`src/hdl/cosSlopeTable.mem`:
```
// Columns: table2 cosine (Q15, bits 31:16), slope_cos (bits 15:0), entries 0 to 64
7FFFFD88
7FD9F89B
7F62F3B2
7E9DEED1
7D8AE9FA
7C2AE531
7A7DE078
7885DBD3
7642D744
73B6D2CE
70E3CE74
6DCACA39
6A6EC61F
66D0C228
62F2BE58
5ED7BAB0
5A82B733
55F6B3E2
5134B0C1
4C40ADD1
471DAB13
41CEA88A
3C57A636
36BAA41A
30FCA237
2B1FA08D
25289F1F
1F1A9DEC
18F99CF6
12C89C3C
0C8C9BC0
06489B82
00009B82
F9B89BC0
F3749C3C
ED389CF6
E7079DEC
E0E69F1F
DAD8A08D
D4E1A237
CF04A41A
C946A636
C3A9A88A
BE32AB13
B8E3ADD1
B3C0B0C1
AECCB3E2
AA0AB733
A57EBAB0
A129BE58
9D0EC228
9930C61F
9592CA39
9236CE74
8F1DD2CE
8C4AD744
89BEDBD3
877BE078
8583E531
83D6E9FA
8276EED1
8163F3B2
809EF89B
8027FD88
80000000

```
`src/hdl/lsfLspPkg.sv`:
```
`default_nettype none

package lsfLspPkg;

  //////////////////////////////////////////////////////////////////////
  // Widths and storage
  //////////////////////////////////////////////////////////////////////
  localparam int addrWidth      = 12;
  localparam int dataWidth      = 32;
  localparam int wordWidth      = 16;
  localparam int tableAddrWidth = 7;
  localparam int tableDepth     = 65;
  localparam string tableFile   = "/design/src/hdl/cosSlopeTable.mem";

  //////////////////////////////////////////////////////////////////////
  // G.729 Lsf_lsp2 constants
  //////////////////////////////////////////////////////////////////////
  localparam int lpcOrder   = 10;
  // 0.6366 in Q15, maps 0..pi onto 0..64 table steps
  localparam int freqScale  = 20861;
  localparam int indexLimit = 63;
  localparam int slopeShift = 13;

  typedef enum logic [2:0] {
    opMult, opShr, opSub, opAdd, opLMult, opLShr
  } basicOpT;

  typedef enum logic [3:0] {
    stIdle, stFetch, stScale, stIndex, stClamp,
    stLookup, stInterp, stShift, stSum, stStore
  } ctrlStateT;

  // Widen a Q15 word onto the 32-bit operator and memory paths
  function automatic logic [dataWidth-1:0] signExtend(input logic [wordWidth-1:0] w);
    return {{(dataWidth - wordWidth){w[wordWidth-1]}}, w};
  endfunction

endpackage

`default_nettype wire

```
`src/hdl/basicOpIf.sv`:
```
`default_nettype none

interface basicOpIf;
  import lsfLspPkg::*;

  basicOpT              op;
  logic [dataWidth-1:0] operandA;
  logic [wordWidth-1:0] operandB;
  logic [dataWidth-1:0] result;
  logic                 valid;

  modport client (output op, operandA, operandB, valid, input result);
  modport unit (input op, operandA, operandB, valid, output result);
endinterface

`default_nettype wire

```
`src/hdl/lsfLspController.sv`:
```
`default_nettype none

module lsfLspController (
  input  logic                                 clk,
  input  logic                                 reset,
  input  logic                                 start,
  input  logic [lsfLspPkg::addrWidth-1:0]      lsfAddr,
  input  logic [lsfLspPkg::addrWidth-1:0]      lspAddr,
  input  logic [lsfLspPkg::dataWidth-1:0]      memIn,
  output logic [lsfLspPkg::addrWidth-1:0]      memReadAddr,
  output logic [lsfLspPkg::addrWidth-1:0]      memWriteAddr,
  output logic [lsfLspPkg::dataWidth-1:0]      memOut,
  output logic                                 memWriteEn,
  output logic [lsfLspPkg::tableAddrWidth-1:0] tableAddr,
  input  logic [lsfLspPkg::dataWidth-1:0]      tableData,
  output logic                                 done,
  basicOpIf.client                             opBus
);
  import lsfLspPkg::*;

  ctrlStateT                     state;
  logic [$clog2(lpcOrder)-1:0]   coefIndex;
  logic [addrWidth-1:0]          lsfBase;
  logic [addrWidth-1:0]          lspBase;
  logic [wordWidth-1:0]          freq;
  logic [wordWidth-1:0]          ind;
  logic [7:0]                    offset;
  logic [wordWidth-1:0]          cosVal;
  logic [dataWidth-1:0]          product;
  logic [wordWidth-1:0]          slopeTerm;

  assign memReadAddr = lsfBase + addrWidth'(coefIndex);

  //////////////////////////////////////////////////////////////////////
  // Operator requests, one per arithmetic state
  //////////////////////////////////////////////////////////////////////
  always_comb
  begin
    opBus.op       = opMult;
    opBus.operandA = '0;
    opBus.operandB = '0;
    opBus.valid    = 1'b1;
    case (state)
      stScale:  begin opBus.op = opMult;  opBus.operandA = signExtend(memIn[wordWidth-1:0]);
                      opBus.operandB = wordWidth'(freqScale); end
      stIndex:  begin opBus.op = opShr;   opBus.operandA = signExtend(freq);
                      opBus.operandB = wordWidth'(8); end
      stClamp:  begin opBus.op = opSub;   opBus.operandA = signExtend(ind);
                      opBus.operandB = wordWidth'(indexLimit); end
      stInterp: begin opBus.op = opLMult; opBus.operandA = signExtend(tableData[wordWidth-1:0]);
                      opBus.operandB = {8'd0, offset}; end
      stShift:  begin opBus.op = opLShr;  opBus.operandA = product;
                      opBus.operandB = wordWidth'(slopeShift); end
      stSum:    begin opBus.op = opAdd;   opBus.operandA = signExtend(cosVal);
                      opBus.operandB = slopeTerm; end
      default:  opBus.valid = 1'b0;
    endcase
  end

  //////////////////////////////////////////////////////////////////////
  // Sequencing
  //////////////////////////////////////////////////////////////////////
  always_ff @(posedge clk)
  begin
    if (reset)
    begin
      state      <= stIdle;
      coefIndex  <= '0;
      tableAddr  <= '0;
      memWriteEn <= 1'b0;
      done       <= 1'b0;
    end
    else
    begin
      done <= 1'b0;
      case (state)
        stIdle:   if (start) begin coefIndex <= '0; state <= stFetch; end
        stFetch:  state <= stScale;
        stScale:  state <= stIndex;
        stIndex:  state <= stClamp;
        stClamp:
        begin
          // Positive difference means ind ran past the table end
          if ($signed(opBus.result[wordWidth-1:0]) > 0)
            tableAddr <= tableAddrWidth'(indexLimit);
          else
            tableAddr <= ind[tableAddrWidth-1:0];
          state <= stLookup;
        end
        stLookup: state <= stInterp;
        stInterp: state <= stShift;
        stShift:  state <= stSum;
        stSum:    begin memWriteEn <= 1'b1; state <= stStore; end
        stStore:
        begin
          memWriteEn <= 1'b0;
          if (coefIndex == lpcOrder - 1)
          begin
            done  <= 1'b1;
            state <= stIdle;
          end
          else
          begin
            coefIndex <= coefIndex + 1'b1;
            state     <= stFetch;
          end
        end
        default:  state <= stIdle;
      endcase
    end
  end

  // Datapath registers
  always_ff @(posedge clk)
  begin
    case (state)
      stIdle:   if (start) begin lsfBase <= lsfAddr; lspBase <= lspAddr; end
      stScale:  freq <= opBus.result[wordWidth-1:0];
      stIndex:  begin ind <= opBus.result[wordWidth-1:0]; offset <= freq[7:0]; end
      stInterp: begin product <= opBus.result; cosVal <= tableData[dataWidth-1:wordWidth]; end
      stShift:  slopeTerm <= opBus.result[wordWidth-1:0];
      stSum:    begin memOut <= opBus.result; memWriteAddr <= lspBase + addrWidth'(coefIndex); end
      default:  ;
    endcase
  end

  noWriteWhenIdle: assert property (@(posedge clk) disable iff (reset)
    state == stIdle |-> !memWriteEn) else $error("lsfLspController: write while idle");
  tableInRange: assert property (@(posedge clk) disable iff (reset)
    tableAddr <= indexLimit) else $error("lsfLspController: table index %0d", tableAddr);
endmodule

`default_nettype wire

```
`src/flat_wrapper.sv`:
```
// flat-port wrapper written by rule: the top's interface ports become plain ports
module lsfLspController_flat import lsfLspPkg::*;
  (clk, reset, start, lsfAddr, lspAddr, memIn, memReadAddr, memWriteAddr, memOut, memWriteEn, tableAddr, tableData, done, opBus_op, opBus_operandA, opBus_operandB, opBus_valid, opBus_result);
  basicOpIf opBus_i ();
  input  logic clk;
  input  logic reset;
  input  logic start;
  input  logic [lsfLspPkg::addrWidth-1:0] lsfAddr;
  input  logic [lsfLspPkg::addrWidth-1:0] lspAddr;
  input  logic [lsfLspPkg::dataWidth-1:0] memIn;
  output logic [lsfLspPkg::addrWidth-1:0] memReadAddr;
  output logic [lsfLspPkg::addrWidth-1:0] memWriteAddr;
  output logic [lsfLspPkg::dataWidth-1:0] memOut;
  output logic memWriteEn;
  output logic [lsfLspPkg::tableAddrWidth-1:0] tableAddr;
  input  logic [lsfLspPkg::dataWidth-1:0] tableData;
  output logic done;
  output wire logic [$bits(opBus_i.op)-1:0] opBus_op;
  output wire logic [$bits(opBus_i.operandA)-1:0] opBus_operandA;
  output wire logic [$bits(opBus_i.operandB)-1:0] opBus_operandB;
  output wire logic [$bits(opBus_i.valid)-1:0] opBus_valid;
  input wire logic [$bits(opBus_i.result)-1:0] opBus_result;
  assign opBus_op = opBus_i.op;
  assign opBus_operandA = opBus_i.operandA;
  assign opBus_operandB = opBus_i.operandB;
  assign opBus_valid = opBus_i.valid;
  assign opBus_i.result = opBus_result;
  lsfLspController u_core (.clk(clk), .reset(reset), .start(start), .lsfAddr(lsfAddr), .lspAddr(lspAddr), .memIn(memIn), .memReadAddr(memReadAddr), .memWriteAddr(memWriteAddr), .memOut(memOut), .memWriteEn(memWriteEn), .tableAddr(tableAddr), .tableData(tableData), .done(done), .opBus(opBus_i));
endmodule
```
`config.mk`:
```
export PLATFORM = sky130hd
export DESIGN_NAME = lsfLspController_flat
export DESIGN_NICKNAME = d
export VERILOG_FILES = /design/src/hdl/lsfLspPkg.sv /design/src/hdl/basicOpIf.sv /design/src/hdl/lsfLspController.sv /design/src/flat_wrapper.sv
export SDC_FILE = /design/constraint.sdc
export NUM_CORES = 1
export LEC_CHECK = 0
export BUFFER_PORTS_ARGS = -buffer_cell sky130_fd_sc_hd__buf_2
export CAP_MARGIN = 20
export CORE_MARGIN = 2
export CORE_UTILIZATION = 46
export DETAILED_ROUTE_END_ITERATION = 12
export PLACE_DENSITY = 0.84
export SLEW_MARGIN = 20
export SYNTH_ARGS = -nofsm -noshare
export SYNTH_HDL_FRONTEND = slang
export SYNTH_SLANG_ARGS = --single-unit
```
`constraint.sdc`:
```
create_clock -name clk -period 2.15 [get_ports clk]
set_input_delay 0.215 -clock clk [delete_from_list [all_inputs] [get_ports clk]]
set_output_delay 0.215 -clock clk [all_outputs]
set_load 0.05 [all_outputs]
```
## Yosys cells after proc, flatten, opt, wreduce, memory -nomap -nowiden

Cells that the tools add are included.

| operators by class | value |
|---|---|
| bitwise operators | 1 |
| reductions and logical operators | 7 |
| equality and inequality tests | 12 |
| order comparisons | 1 |
| mux-type cells | 13 |
| add/subtract/negate cells | 3 |

Operator list:

| kind | number |
|---|---|
| 32-bit case mux with 6 select lines | 1 |
| 16-bit case mux with 6 select lines | 1 |
| 4-bit case mux with 10 select lines | 1 |
| 12-bit by 4-bit adder with 12-bit output | 2 |
| 4-bit by 3-bit equality test with 1-bit output, second input constant | 4 |
| 16-bit by 1-bit > comparator with 1-bit output, second input constant | 1 |
| 3-bit case mux with 5 select lines | 1 |
| 4-bit equality test, second input constant | 3 |
| 4-bit 2-to-1 mux | 3 |
| 4-bit by 2-bit equality test with 1-bit output, second input constant | 2 |
| 4-bit case mux with 2 select lines | 1 |
| 7-bit 2-to-1 mux | 1 |
| 6-bit OR reduction | 1 |
| 4-bit by 1-bit adder with 4-bit output, second input constant | 1 |
| 4-bit by 1-bit equality test with 1-bit output, second input constant | 1 |
| 4-bit logical NOT | 1 |
| 2-bit inequality test, second input constant | 2 |
| 2-bit nonzero test | 2 |
| 1-bit 2-to-1 mux | 3 |
| 3-bit AND reduction | 1 |
| 1-bit case mux with 2 select lines | 1 |
| 2-bit AND reduction | 1 |
| 2-bit OR reduction | 1 |
| 1-bit NOT | 1 |

| storage, ports and cells | value |
|---|---|
| input port bits | 123 |
| output and inout bits | 117 |
| bits in registers | 189 |

## Logic depth before layout (Yosys ltp)

Gate-level depths: netlist of run 1.

| logic depth | value |
|---|---|
| depth in word-level cells | 3 |
| mapped depth | 7 |

## Least setup slack after synthesis of run 1

Ideal clock, no wire load.

| path | value |
|---|---|
| kind | register to output |
| start | register u_core.coefIndex[0] |
| end | output port memReadAddr[6] in the netlist's numbering |
| data arrival time | 2454 ps |
| path buffers | 0 |
| cell stages (with the launch flop) | 8 |
| setup slack | -519 ps |
| path through | dfxtp_1 -> ha_1 -> inv_1 -> fa_1 -> nand2b_1 -> a21oi_1 -> and3_1 -> xor2_1 |

| on the way | value |
|---|---|
| word-level cells in the longest chain between the ends | 1 |

Ends and longest elaborated chain:

| element | RTL line | source |
|---|---|---|
| start, declared | lsfLspController.sv:22 | `logic [$clog2(lpcOrder)-1:0] coefIndex;` |
| start signal, assigned | lsfLspController.sv:104 | `coefIndex <= coefIndex + 1'b1;` |
| 12-bit by 4-bit adder with 12-bit output | lsfLspController.sv:32 | `assign memReadAddr = lsfBase + addrWidth'(coefIndex);` |
| end, declared | flat_wrapper.sv:11 | `output logic [lsfLspPkg::addrWidth-1:0] memReadAddr;` |

Every way passes these cells.

## Final worst setup path of run 1

| path | value |
|---|---|
| start | register u_core.lsfBase[1] |
| end | output port memReadAddr[6] in the netlist's numbering |

| on the way | value |
|---|---|
| word-level cells in the longest chain between the ends | 1 |

Ends and longest elaborated chain:

| element | RTL line | source |
|---|---|---|
| start, declared | lsfLspController.sv:23 | `logic [addrWidth-1:0] lsfBase;` |
| start signal, assigned | lsfLspController.sv:117 | `stIdle: if (start) begin lsfBase <= lsfAddr; lspBase <= lspAddr; end` |
| 12-bit by 4-bit adder with 12-bit output | lsfLspController.sv:32 |  |

Every way passes these cells.

==> metrics.csv, run 1 <==
stage,metric,value,unit
floorplanning,start_util,0.470,
critical_path,critPathBufInv,2,
timing,tightest_slew,571,ps
cts,cts_buffers,17,
synthesis,synthTopCellsByArea,"edfxtp_1 (69%), dfxtp_1 (4.6%), a22oi_1 (4.5%), a21o_1 (2.4%), xnor2_1 (2.2%)",
critical_path,end_kind,primary output,
timing,timing.final.ws_setup,-336,ps
timing,post-route-min-period,2490,ps
grt,grt_antenna_before_repair,1,
synthesis,synth_area_per_cell,15.7,um^2
critical_path,cp.depth,7,
timing,hold_ws,43.1,ps
synthesis,synthesis.nets,611,
floorplanning,coreArea,15900,um^2
finish,fin_util,0.747,
floorplanning,fp.dieH,131,um
job,cap_violations,0,
pwr,vdd_drop_max,0.553,mV
finish,nNetsFinal,979,
detailed_routing,viasPerCell,5.53,
detailed_routing,postRouteAntennaNets,0,
floorplanning,ios,240,
pwr,leakage,4.80,nW
grt,grt_max_degree,39,
critical_path,reg2reg_to,u_core.memWriteAddr[8],
finish,syn_to_final_growth,59.0,%
detailed_routing,wire_per_inst,22.6,um
timing,rsz0062_at_grt,yes,
status,status,finished with violations,
placed_design,hpwlAfterDp,12600,um
hold_path,whs_path_depth,1,
cts,cts_buffer_depth,2,
hold_path,hp-start,opBus_result[11],
floorplanning,dieArea,17300,um^2
finish,num-fill-cells,932,
critical_path,critPathCapture,memReadAddr[6],
cts,clkLatencyLatePin,440,ps
critical_path,crit_chain,"inv_1, fa_2, nand2b_4, a21oi_4, and3_4, xor2_4, buf_6",
synthesis,synth-seq-cells,189,
finish,final_common_cell,edfxtp_1,
placed_design,place.gp.congestion,0.802,
cts,cts_tree,done,
floorplanning,die_x,131,um
critical_path,slowest_delay,430,ps
timing,hold_violations,0,
critical_path,cp-start-kind,flip-flop,
critical_path,cp_top_family,flip-flops,
detailed_routing,drc,0,
critical_path,r2r.worst_path.cells,8,
critical_path,cp.required,1930,ps
floorplanning,rows,46,
timing,maxSlewHeadroom,0.616,
synthesis,ys_warn_count,0,
cts,clkTransAtPathRegs,70,ps
finish,layout_common_cells,"edfxtp_1 (172), buf_2 (167), buf_4 (60)",
hold_path,hold_path.class,in -> reg,
status,violations,negative setup slack,
synthesis,seq_area_frac_synth,0.738,
critical_path,ff2ff_setup_slack,70,ps
pwr,power_density,754,nW/um^2
cts,cts.htree.levels,4,
synthesis,yosysTopAreaCellShare,0.692,
critical_path,crit_type,reg -> out,
synthesis,syn_inst,476,
finish,drive_gt1_frac,0.512,
grt,grt_overflow,0,
synthesis,synth_area_leader_cell,edfxtp_1,
critical_path,slowest_stage,edfxtp_1,
timing,fin_skew,20.8,ps
detailed_routing,vias,5942,
pwr,total_power,0.00895,W
grt,grt_pass1_vias,5995,
timing,setup_viol,39,
cts,cts_sinks,189,
detailed_routing,wirelength,24300,um
detailed_routing,drtIter0Drc,473,
timing,finalCritPeriodShare,1.16,
synthesis,synth_cell_types,46,
grt,track_usage,0.253,
critical_path,critPathLaunch,u_core.lsfBase[1],
cts,root_buffer,clkbuf_16,
synthesis,synth_area,7460,um^2
placed_design,placed_cells,920,
timing,final_max_slew_viol_count,0,
grt,grt_pass1_wl,33000,um
timing,fmax,402,MHz
critical_path,cp.arrival,2270,ps
finish,final_cells,1075,
detailed_routing,dr.pass1.iters,4,
critical_path,r2r-start,u_core.coefIndex[0],
critical_path,cp_max_fo,4,
placed_design,port_buffers,223,
[area by class of cell]
class | count | area [um^2] | share of cell area
Inverter | 12 | 48.8 | 0.00411
Clock inverter | 14 | 149 | 0.0125
Sequential cell | 189 | 5520 | 0.465
Antenna cell | 2 | 5.00 | 0.000422
Tap cell | 216 | 270 | 0.0228
Multi-Input combinational cell | 252 | 2320 | 0.195
Clock buffer | 18 | 429 | 0.0362
Timing Repair Buffer | 372 | 3130 | 0.264
[worst min-delay path by stage]
stage	endpoint	slack (ps)
3_5_place_dp	u_core.cosVal[9]	390
4_1_cts	u_core.freq[11]	20
2_1_floorplan	u_core.cosVal[0]	310
3_3_place_gp	u_core.lsfBase[9]	390
5_1_grt	u_core.slopeTerm[14]	40
6_report	u_core.memOut[11]	40
[metal layers]
layer	vias up	wire [um]	GRT usage
li1	2614	-	-
met1	2925	8800	0.284
met2	353	12900	0.462
met3	50	2020	0.0679
met4	0	582	0.0894
met5	-	0	0
[synthesized netlist by cell type, drive strengths merged]
| library cell | number |
|---|---|
| xor2 | 4 |
| nand2b | 7 |
| a22o | 3 |
| and4 | 3 |
| mux2i | 7 |
| nand3b | 1 |
| buf | 15 |
| or2 | 1 |
| nand3 | 24 |
| nor4 | 4 |
| nand4bb | 1 |
| a2111oi | 1 |
| a41oi | 1 |
| fa | 2 |
| dfxtp | 17 |
| a221o | 3 |
| nor2b | 3 |
| clkbuf | 8 |
| a22oi | 45 |
| xnor2 | 19 |
| inv | 12 |
| nand4 | 3 |
| a21o | 24 |
| a311o | 2 |
| ha | 10 |
| o32ai | 1 |
| edfxtp | 172 |
| nand2 | 14 |
| o21bai | 2 |
| o22ai | 1 |
| a211oi | 4 |
| or3 | 1 |
| and3 | 7 |
| nor3 | 10 |
| o21ai | 13 |
| a41o | 1 |
| a21oi | 10 |
| o2bb2ai | 1 |
| and2 | 4 |
| nor2 | 15 |
[flip-flops by register name (all words and copies together) (netlist names), 7 cells and up]
name,cells
u_core.tableAddr,7
u_core.slopeTerm,16
u_core.lsfBase,12
u_core.ind,16
u_core.cosVal,16
u_core.memOut,32
u_core.memWriteAddr,12
u_core.lspBase,12
u_core.offset,8
u_core.product,32
u_core.freq,16
[stage by stage]
stage	setup slack, ps	area, um^2	setup TNS, ps
floorplan	-46.6	7600	-46.6
CTS	-255	11200	-2850
finish	-336	11900	-4560
detailed placement	-71.7	9190	-132
global route	-396	11900	-7510
global placement	-49.8	9190	-49.8
[report_power, final]
group	switching, W	total [W]	internal [W]
clock	0.00151	0.00306	0.00155
combinational	0.000971	0.00167	0.000703
sequential	0.0000850	0.00421	0.00413
[cells by family after synthesis]
kind of cell / share of synthesized area
DFF: 0.738
AOI/OAI and AO/OA: 0.108
and+or+nand+nor: 0.0727
buffers and inverters: 0.0233
xor gates and xnor gates: 0.0270
adders and majority gates: 0.0221
muxes: 0.00939
[timing repair]
item                                    CTS  global route
gates cloned                              9             3
gates resized for setup                 143            95
pin swaps                                25            39
endpoints found under the hold margin    72             0
endpoints found under the setup margin   57            58
hold buffers                             56             0
buffers inserted                         24            32
No activity file was read; power rests on OpenSTA's default activity.
==> inputs of run 2 (changes only) <==
Settings changed: CORE_UTILIZATION 46 to 40, PLACE_DENSITY 0.84 to 0.76.
==> metrics.csv, run 2 (synthesis results as in run 1) <==
stage,metric,value,unit,change
floorplanning,ios,240,,unchanged
pwr,power_density,767,nW/um^2,was 754 nW/um^2
finish,nNetsFinal,969,,was 979
timing,fmax,414,MHz,was 402 MHz
critical_path,crit_type,reg -> out,,unchanged
critical_path,critPathLaunch,u_core.lsfBase[1],,unchanged
detailed_routing,dr.pass1.iters,5,,was 4
detailed_routing,drtIter0Drc,374,,was 473
critical_path,cp.arrival,2200,ps,was 2270 ps
critical_path,cp-start-kind,flip-flop,,unchanged
job,cap_violations,0,,unchanged
hold_path,hp-start,opBus_result[13],,was opBus_result[11]
placed_design,hpwlAfterDp,13100,um,"was 12,600 um"
cts,cts_buffers,17,,unchanged
detailed_routing,postRouteAntennaNets,0,,unchanged
pwr,vdd_drop_max,0.572,mV,was 0.553 mV
finish,drive_gt1_frac,0.498,,was 0.512
cts,root_buffer,clkbuf_16,,unchanged
floorplanning,die_x,141,um,was 131 um
timing,rsz0062_at_grt,yes,,unchanged
placed_design,place.gp.congestion,0.827,,was 0.802
timing,post-route-min-period,2420,ps,was 2490 ps
detailed_routing,vias,5827,,"was 5,942"
timing,finalSetupTns,-2770,ps,was -4560 ps
grt,grt_max_degree,27,,was 39
critical_path,r2r.worst_path.cells,9,,was 8
floorplanning,start_util,0.411,,was 0.470
timing,hold_ws,25.7,ps,was 43.1 ps
grt,grt_overflow,0,,unchanged
timing,hold_violations,0,,unchanged
cts,cts_tree,done,,unchanged
detailed_routing,wirelength,23000,um,"was 24,300 um"
status,status,finished with violations,,unchanged
cts,clkTransAtPathRegs,70,ps,about the same
cts,cts.htree.levels,4,,unchanged
timing,timing.final.ws_setup,-267,ps,was -336 ps
detailed_routing,viasPerCell,5.40,,was 5.53
cts,cts_buffer_depth,2,,unchanged
cts,clkLatencyLatePin,430,ps,was 440 ps
critical_path,r2r-start,u_core.coefIndex[0],,unchanged
grt,grt_antenna_before_repair,3,,was 1
critical_path,end_kind,primary output,,unchanged
timing,fin_skew,12.8,ps,was 20.8 ps
pwr,leakage,4.75,nW,was 4.80 nW
floorplanning,dieArea,19800,um^2,"was 17,300 um^2"
finish,fin_util,0.648,,was 0.747
hold_path,hold_path.class,in -> reg,,unchanged
critical_path,cp.required,1930,ps,about the same
detailed_routing,drc,0,,unchanged
finish,largest_registers,"u_core.memOut x32, u_core.product x32",,unchanged
timing,tightest_slew,700,ps,was 571 ps
floorplanning,coreArea,18100,um^2,"was 15,900 um^2"
floorplanning,fp.dieH,141,um,was 131 um
finish,layout_common_cells,"edfxtp_1 (172), buf_2 (166), buf_4 (61)",,"was edfxtp_1 (172), buf_2 (167), buf_4 (60)"
hold_path,whs_path_depth,1,,unchanged
finish,final_common_cell,edfxtp_1,,unchanged
timing,final_max_slew_viol_count,0,,unchanged
timing,maxSlewHeadroom,0.529,,was 0.616
placed_design,port_buffers,223,,unchanged
floorplanning,rows,49,,was 46
critical_path,cp_max_fo,4,,unchanged
grt,track_usage,0.216,,was 0.253
finish,syn_to_final_growth,57.6,%,was 59.0%
grt,grt_pass1_wl,32200,um,"was 33,000 um"
detailed_routing,wire_per_inst,21.3,um,was 22.6 um
cts,cts_sinks,189,,unchanged
grt,grt_pass1_vias,5813,,"was 5,995"
status,violations,negative setup slack,,unchanged
timing,setup_viol,26,,was 39
timing,finalCritPeriodShare,1.12,,was 1.16
==> run 2: path summary, 6_finish.rpt <==
kind | endpoint | slack [ps]
min reg2reg | u_core.offset[7] | 450
max | memReadAddr[6] | -270
min | u_core.product[13] | 30
max reg2reg | u_core.memWriteAddr[8] | 120
==> run 2: critical path: stages, from the launching register on <==
cell,delay [ps]
edfxtp_1,430
inv_2,80
fa_2,410
nand2b_4,160
a21oi_4,160
and3_4,240
xor2_4,130
buf_6,170
==> run 2: per-layer routing <==
metal  global-route usage  part of all wire  up-vias  wire (um)
li1                     -                 -     2591          -
met1                0.264              0.38     2862       8660
met2                0.356              0.51      296      11600
met3               0.0479             0.066       78       1530
met4                0.120             0.052        0       1190
met5                    0                 0        -          0
==> run 2: metrics by stage <==
stage	instances	setup slack, ps	instance area, um^2	total power [W]
final	1079	-267	11800	0.00902
after CTS	1054	-258	11200	0.00886
after global placement	937	-53.5	9230	0.00542
after detailed placement	937	-71.1	9230	0.00544
after floorplan	476	-46.6	7600	0.00503
after global routing	1079	-361	11800	0.00926
==> run 2: timing repair <==
item,4_1_cts,5_1_grt
gates cloned,6,5
setup buffers,24,17
endpoints found under the setup margin,56,57
hold endpoints to repair,72,0
hold buffers,56,0
gates resized for setup,128,92
pin swaps,20,34
==> run 2: layout make-up <==
cell class / count / area, um^2
repair buffers: 362 / 3060
diodes: 3 / 7.51
multi-input cells: 252 / 2240
well taps: 229 / 287
flip-flops and latches: 189 / 5520
clock inverters: 15 / 171
fillers: 1180 / 6380
clock buffers: 17 / 425
inverters: 12 / 48.8
==> run 2: power by group <==
group          switching [W]  internal, W  leakage, nW
sequential         0.0000752      0.00413         1.70
clock                0.00151      0.00166        0.292
combinational       0.000948     0.000696         2.76
total                0.00253      0.00648         4.75
